[config.mk]
export PLATFORM = sky130hd
export DESIGN_NAME = seq_divider
export DESIGN_NICKNAME = d
export VERILOG_FILES = /design/src/logic/rv_exec_pkg.sv /design/src/logic/seq_divider.sv
export SDC_FILE = /design/constraint.sdc
export NUM_CORES = 1
export LEC_CHECK = 0
export ABC_CLOCK_PERIOD_IN_PS = 11200
export BUFFER_PORTS_ARGS = -buffer_cell sky130_fd_sc_hd__clkbuf_2
export CAP_MARGIN = 20
export CORE_ASPECT_RATIO = 0.75
export CORE_MARGIN = 4
export CORE_UTILIZATION = 35
export DETAILED_ROUTE_END_ITERATION = 10
export HOLD_SLACK_MARGIN = 0.08
export MAX_ROUTING_LAYER = met4
export PLACE_DENSITY_LB_ADDON = 0.15
export SYNTH_ARGS = -nofsm -noshare
export SYNTH_HDL_FRONTEND = slang
export SYNTH_SLANG_ARGS = --single-unit
[constraint.sdc]
create_clock -name i_clk -period 11.2 [get_ports i_clk]
set_input_delay 3.36 -clock i_clk [delete_from_list [all_inputs] [get_ports i_clk]]
set_output_delay 3.36 -clock i_clk [all_outputs]
set_load 0.005 [all_outputs]
[src/logic/rv_exec_pkg.sv]
`default_nettype none

package rv_exec_pkg;

  localparam int XLEN = 32;
  localparam int DIV_STEPS = 32;
  localparam int DIV_CNT_W = $clog2(DIV_STEPS + 1);

  localparam logic [11:0] CSR_MSTATUS = 12'h300;
  localparam logic [11:0] CSR_MEPC = 12'h341;
  localparam logic [11:0] CSR_SSTATUS = 12'h100;
  localparam logic [11:0] CSR_SEPC = 12'h141;

  // Numbering matches the decoder
  typedef enum logic [5:0] {
    OP_ADD = 6'd0, OP_SUB, OP_SLL, OP_SLT, OP_SLTU,
    OP_XOR, OP_SRL, OP_SRA, OP_OR, OP_AND,
    OP_MUL, OP_MULH, OP_MULHSU, OP_MULHU,
    OP_DIV, OP_DIVU, OP_REM, OP_REMU,
    OP_ADDI, OP_SLTI, OP_SLTIU, OP_XORI, OP_ORI, OP_ANDI,
    OP_SLLI, OP_SRLI, OP_SRAI,
    OP_LB, OP_LH, OP_LW, OP_LBU, OP_LHU,
    OP_SB, OP_SH, OP_SW,
    OP_BEQ, OP_BNE, OP_BLT, OP_BGE, OP_BLTU, OP_BGEU,
    OP_JAL, OP_JALR, OP_LUI, OP_AUIPC,
    OP_CSRRW, OP_CSRRS, OP_CSRRC, OP_CSRRWI, OP_CSRRSI, OP_CSRRCI,
    OP_FENCE, OP_FENCE_I, OP_ECALL, OP_EBREAK,
    OP_URET, OP_SRET, OP_MRET, OP_WFI, OP_SFENCE_VMA
  } exec_op_e;

  typedef enum logic [1:0] {
    ST_FETCH,
    ST_EXECUTE,
    ST_MINT,
    ST_SINT
  } stage_e;

  typedef enum logic [1:0] {
    MODE_USER = 2'b00,
    MODE_SUPERVISOR = 2'b01,
    MODE_MACHINE = 2'b11
  } priv_mode_e;

  typedef struct packed {
    exec_op_e op;
    logic [XLEN-1:0] ir;
    logic [XLEN-1:0] a;
    logic [XLEN-1:0] b;
    logic [XLEN-1:0] pc;
  } exec_req_t;

  typedef struct packed {
    logic wr;
    logic [11:0] sel;
    logic [XLEN-1:0] data;
  } csr_wr_t;

  typedef struct packed {
    logic valid;
    logic [XLEN-1:0] addr;
  } redirect_t;

  typedef struct packed {
    logic [XLEN-1:0] mstatus;
    logic [XLEN-1:0] sstatus;
    logic [XLEN-1:0] mtvec;
    logic [XLEN-1:0] stvec;
  } trap_csrs_t;

endpackage

`default_nettype wire

[src/logic/seq_divider.sv]
`timescale 1ns/10ps
`default_nettype none

module seq_divider (
  input wire i_clk,
  input wire i_rst_n,
  input wire i_start,
  input wire i_signed,
  input wire [rv_exec_pkg::XLEN-1:0] i_dividend,
  input wire [rv_exec_pkg::XLEN-1:0] i_divisor,
  output logic o_done,
  output logic [rv_exec_pkg::XLEN-1:0] o_quotient,
  output logic [rv_exec_pkg::XLEN-1:0] o_remainder
);
  import rv_exec_pkg::*;

  logic busy_q;
  logic [DIV_CNT_W-1:0] cnt_q;
  logic [XLEN-1:0] quo_q, rem_q, dsor_q, dividend_q;
  logic neg_quo_q, neg_rem_q, zero_q;
  logic dvd_neg, dsr_neg;
  logic [XLEN-1:0] dvd_mag, dsr_mag;
  logic [XLEN:0] trial;

  assign dvd_neg = i_signed & i_dividend[XLEN-1];
  assign dsr_neg = i_signed & i_divisor[XLEN-1];
  assign dvd_mag = dvd_neg ? -i_dividend : i_dividend;
  assign dsr_mag = dsr_neg ? -i_divisor : i_divisor;

  // Shift in next dividend bit and try to subtract
  assign trial = {rem_q, quo_q[XLEN-1]} - {1'b0, dsor_q};

  always_ff @(posedge i_clk) begin
    if (!i_rst_n) begin
      busy_q <= 1'b0;
      cnt_q <= '0;
      o_done <= 1'b0;
    end else begin
      o_done <= 1'b0;
      if (busy_q) begin
        cnt_q <= cnt_q - 1'b1;
        if (cnt_q == DIV_CNT_W'(1)) begin
          busy_q <= 1'b0;
          o_done <= 1'b1; // Last step lands this edge
        end
      end else if (i_start) begin
        busy_q <= 1'b1;
        cnt_q <= DIV_CNT_W'(DIV_STEPS);
      end
    end
  end

  always_ff @(posedge i_clk) begin
    if (!busy_q && i_start) begin
      quo_q <= dvd_mag;
      rem_q <= '0;
      dsor_q <= dsr_mag;
      dividend_q <= i_dividend;
      neg_quo_q <= dvd_neg ^ dsr_neg;
      neg_rem_q <= dvd_neg; // Remainder takes dividend sign
      zero_q <= (i_divisor == '0);
    end else if (busy_q) begin
      if (!trial[XLEN]) begin
        rem_q <= trial[XLEN-1:0];
        quo_q <= {quo_q[XLEN-2:0], 1'b1};
      end else begin
        rem_q <= {rem_q[XLEN-2:0], quo_q[XLEN-1]};
        quo_q <= {quo_q[XLEN-2:0], 1'b0};
      end
    end
  end

  // Overflow magnitude 2^31 already has the expected bit pattern
  assign o_quotient = zero_q ? '1 : (neg_quo_q ? -quo_q : quo_q);
  assign o_remainder = zero_q ? dividend_q : (neg_rem_q ? -rem_q : rem_q);

endmodule

`default_nettype wire

======== Word level (Yosys, flattened, before mapping) ========
Index checks and enable logic that the tools add are counted.
storage, ports and cells
  bits in registers ....................... 139
  latch bits .............................. 0
  memory bits (writable) .................. 0
  memory bits (read-only) ................. 0
  output and inout bits ................... 65
  memories ................................ 0
operators by class
  add/sub/neg operators ................... 6
  multiply operators ...................... 0
  divide/modulo/power cells ............... 0
  order comparisons ....................... 0
  equality and inequality tests ........... 1
  shifts and indexed selects .............. 0
  muxes and demuxes ....................... 16
  bitwise logic cells ..................... 3
  reduce and logical (&&, ||, !) cells .... 6
operators by type and width
  operator                                                             number
  32-bit two-way mux                                                   9
  32-bit negator                                                       4
  33-bit by 32-bit subtractor with 33-bit output                       1
  32-bit zero test                                                     1
  6-bit two-way mux                                                    2
  6-bit by 1-bit == test with 1-bit output (second input constant)     1
  6-bit by 1-bit subtractor with 6-bit output (second input constant)  1
  1-bit two-way mux                                                    5
  2-bit nonzero test                                                   2
  1-bit AND                                                            2
  2-bit AND reduction                                                  1
  1-bit logical AND                                                    1
  1-bit zero test                                                      1
  1-bit XOR                                                            1

======== Longest topological paths before layout ========
  depth in word-level cells ............... 4
  depth in mapped cells ................... 13

======== Worst setup path before layout ========
OpenSTA, ideal clock, no wires.
  kind .................................... register -> output
  from .................................... reg quo_q[6]
  to ...................................... out o_quotient[28] (netlist bit)
  data arrival time ....................... 2.784 ns
  data required time ...................... 7.840 ns
  path slack .............................. 5.056 ns
  cell stages (with the launch flop) ...... 9
  buffers on the path ..................... 0
  cell sequence ........................... edfxtp_1 > or4_4 > or4_4 > nand2b_4 > or3_4 > or3_4 > o31ai_2 > xor2_1 > nand2_1
between the ends
  cells in the longest elaborated chain, start to end .. 3
RTL lines
  what                             RTL line           text
  start, declared                  seq_divider.sv:19  logic [XLEN-1:0] quo_q, rem_q, dsor_q, dividend_q;
  start signal, assigned           seq_divider.sv:55  quo_q <= dvd_mag;
  start signal, assigned           seq_divider.sv:65  quo_q <= {quo_q[XLEN-2:0], 1'b1};
  start signal, assigned           seq_divider.sv:68  quo_q <= {quo_q[XLEN-2:0], 1'b0};
  32-bit negator                   seq_divider.sv:74  assign o_quotient = zero_q ? '1 : (neg_quo_q ? -quo_q : quo_q);
  32-bit two-way mux (2 in a row)  seq_divider.sv:74
  end, declared                    seq_divider.sv:12  output logic [rv_exec_pkg::XLEN-1:0] o_quotient,
No other way between the ends.

======== Worst setup path after layout ========
  from .................................... reg rem_q[6]
  to ...................................... out o_remainder[31] (netlist bit)
between the ends
  cells in the longest elaborated chain, start to end .. 3
RTL lines
  what                             RTL line           text
  start, declared                  seq_divider.sv:19
  start signal, assigned           seq_divider.sv:64  rem_q <= trial[XLEN-1:0];
  start signal, assigned           seq_divider.sv:67  rem_q <= {rem_q[XLEN-2:0], quo_q[XLEN-1]};
  32-bit negator                   seq_divider.sv:75  assign o_remainder = zero_q ? dividend_q : (neg_rem_q ? -rem_q : rem_q);
  32-bit two-way mux (2 in a row)  seq_divider.sv:75
  end, declared                    seq_divider.sv:13  output logic [rv_exec_pkg::XLEN-1:0] o_remainder
No other way between the ends.

==> flow_summary_export.csv <==
group,metric,value,unit
sta,min_period,6.98,ns
placed_design,io_buffer_count,132,
sta,slew_headroom,0.337,
worst_setup_path,crit_path_end_kind,"output pin",
hold_path,holdCritPathClass,"reg2reg",
worst_setup_path,max_stage_delay,0.60,ns
pwr,peakVddDrop,0.115,mV
cts,clk_pin_slew,0.05,ns
sta,setup-tns-final,0,ns
yosys,synth.distinct_cells,65,
cts,cts-root-buf,"clkbuf_16",
sta,grt_setup_unrepaired,"no",
route,routed_wl,26.6,mm
cells_and_area,syn_to_final_growth,15.7,%
grt,antenna_found_initial,0,
cts,post_cts_resized,0,
route,vias,8557,
placed_design,place_hpwl,20.8,mm
pwr,p_int,996,uW
worst_setup_path,criticalPathCategory,"reg2out",
yosys,synth_top_area_share,0.300,
worst_setup_path,cp-start-kind,"flip-flop",
yosys,ys_seq_area_frac,0.381,
worst_setup_path,path_cells,"or4_4, nor4_4, nand3_1, or3b_2, nor3_1, nand2_1, o31ai_1, xnor2_1, mux2_2, clkbuf_2",
cells_and_area,fillers,2860,
floorplanning,die_w,202,um
pwr,power.share.switching,0.289,
yosys,synth_edf_count,99,
sta,drv_slew,0,
sta,finalCritPeriodShare,0.624,
cts,cts_sinks,139,
sta,finClkSkew,0.00726,ns
grt,grt-ovfl-total,0,
cts,htreeDepth,4,
worst_setup_path,r2r_end,"rem_q[26]",
floorplanning,coreArea,27900,um^2
floorplanning,die_h,154,um
pwr,p_leak,0.00463,uW
route,drt.antenna.violating_nets,0,
placed_design,dp_slack,4.70,ns
grt,grt_pass1_vias,8324,
yosys,ys_seq_elements,139,
route,drt_first_iter_violations,504,
route,wl_per_cell,16.1,um
worst_setup_path,setup.worst_path.end,"o_remainder[31]",
yosys,post-synth-top-count-cell,"nand2_1",
cells_and_area,num_antenna_cells,0,
yosys,synth_commonest_cells,"nand2_1 (180), o21ai_0 (138), edfxtp_1 (99)",
yosys,synth_fp_nets,1254,
yosys,yosys_warnings,0,
cts,clkLatencyLatePin,0.43,ns
cells_and_area,nets,1368,
yosys,synth_area_leaders,"edfxtp_1 (30%), dfxtp_1 (8.1%), xor2_1 (7.4%), o21ai_0 (7.0%), nand2_1 (6.8%)",
pwr,p_total,1400,uW
grt,grt_use_total,0.178,
worst_setup_path,r2r-start,"quo_q[31]",
floorplanning,ios,133,
cts,cts_tree,"done",
yosys,syn_inst,1147,
worst_setup_path,crit_arrival,3.62,ns
worst_setup_path,rrSetupSlack,7.21,ns
worst_setup_path,crit_start,"rem_q[6]",
grt,grt_pass1_wl,43.8,mm
run_status,status,"complete, no violations",
pwr,seq_power_share,0.451,
sta,finalHoldViolations,0,
route,first_pass_iters,5,
route,vias_per_cell,5.16,
sta,setup-violations-final,0,
grt,grt_max_degree,63,
worst_setup_path,worst_ep_required_time,7.84,ns
route,route.detailed.drc,0,
worst_setup_path,reg2reg_depth,12,
placed_design,gp_congestion,0.834,
worst_setup_path,path_max_fanout,8,
yosys,synth_top_flop_cell,"edfxtp_1",
pwr,p_sw,406,uW
pwr,p_comb_frac,0.205,
pwr,power_density,122,nW/um^2
yosys,synth_area_leader_cell,"edfxtp_1",
cts,cts.path.max_buffers,2,
yosys,async_reset_ff_frac,0,
floorplanning,fp-row-count,53,
worst_setup_path,cpMaxStageDelayCell,"or4_4",
cts,post-cts-setup-buffers,0,
sta,fmax,143,MHz
yosys,netlist_area,9890,um^2
pwr,clkPwrFrac,0.344,
sta,timing.final.ws_setup,4.22,ns
cts,cts.hold.buffers_added,0,
cells_and_area,drive_above_1_share,0.143,
floorplanning,dieArea,31000,um^2
cells_and_area,post-route-util,0.410,
yosys,syn_avg_cell_area,8.63,um^2
cts,cts_buffers,17,
floorplanning,start_util,0.354,
run,max_cap_violations,0,
sta,tightest_slew,0.993,ns
-- per-stage QoR --
stage	hold slack, ns	cell area [um^2]	instances
final	0.502	11400	1658
after global routing	0.553	11400	1658
after CTS	0.503	11400	1654
after detailed placement	0.486	10900	1623
after global placement	0.488	10900	1623
after floorplan	0.455	9890	1147
-- layer usage --
metal | global-route usage | share of wire | up-vias
met5 | - | 0 | -
met4 | 0.0352 | 0.0087 | 0
met3 | 0.0361 | 0.046 | 17
met2 | 0.268 | 0.44 | 157
met1 | 0.251 | 0.50 | 4024
li1 | - | - | 4359
-- sequential cells by signal (all words and copies together), names as in the netlist --
register / cells
dividend_q: 32
cnt_q: 6
busy_q: 1
neg_quo_q: 1
rem_q: 32
quo_q: 32
o_done: 1
dsor_q: 32
zero_q: 1
neg_rem_q: 1
-- worst min-delay path by stage --
stage / endpoint / slack (ns) / from / cells after the start
floorplan: busy_q / 0.46 / cnt_q[5] / 2
global placement: busy_q / 0.49 / cnt_q[5] / 2
detailed placement: busy_q / 0.49 / cnt_q[5] / 2
CTS: busy_q / 0.50 / cnt_q[5] / 2
global route: busy_q / 0.55 / cnt_q[5] / 2
finish: busy_q / 0.50 / cnt_q[5] / 2
-- layout by cell type (no fill, tap or decap), drive strengths merged, types with 15 or more instances in the layout --
master,Yosys,final
edfxtp,99,99
mux2i,17,17
dfxtp,40,40
o41ai,15,15
a21o,16,16
nor2,52,52
clkbuf,43,158
inv,62,62
nand3,17,17
nor4,16,16
o21ai,138,138
or4,17,17
nand2,180,180
xor2,84,84
nor3,17,17
or3,19,19
ha,38,38
a21oi,61,61
o31ai,29,29
xnor2,57,57
-- logic make-up after synthesis --
logic type,count (synthesis),share of synthesized area
simple gates,369,0.179
flops,139,0.381
buf+inv,113,0.0439
fa+ha+maj,39,0.0501
xor+xnor,141,0.125
compound gates,326,0.201
mux,20,0.0206
-- power groups by stage --
stage	Clock (uW)	Sequential (uW)	Combinational, uW
3_3_place_gp	0	643	285
5_1_grt	520	638	329
6_report	482	631	288
3_5_place_dp	0	644	287
4_1_cts	494	633	288
2_1_floorplan	0	632	189
-- critical path, delay by kind of cell, from the launching register on --
family          cells  cell delay, ns
mux                 1            0.28
xor+xnor            1            0.09
flops               1            0.39
simple gates        6            2.03
compound gates      1            0.28
buf+inv             1            0.12
-- final cells by class --
| class | instances | area, um^2 | area share |
|---|---|---|---|
| inverter | 63 | 236 | 0.0207 |
| clock inverter | 6 | 23.8 | 0.00208 |
| multi-input combinational | 895 | 5690 | 0.497 |
| sequential | 139 | 3770 | 0.330 |
| clock buffer | 25 | 455 | 0.0398 |
| tap | 385 | 482 | 0.0421 |
| timing repair buffer | 145 | 786 | 0.0686 |
(Power assumes the default switching activity.)
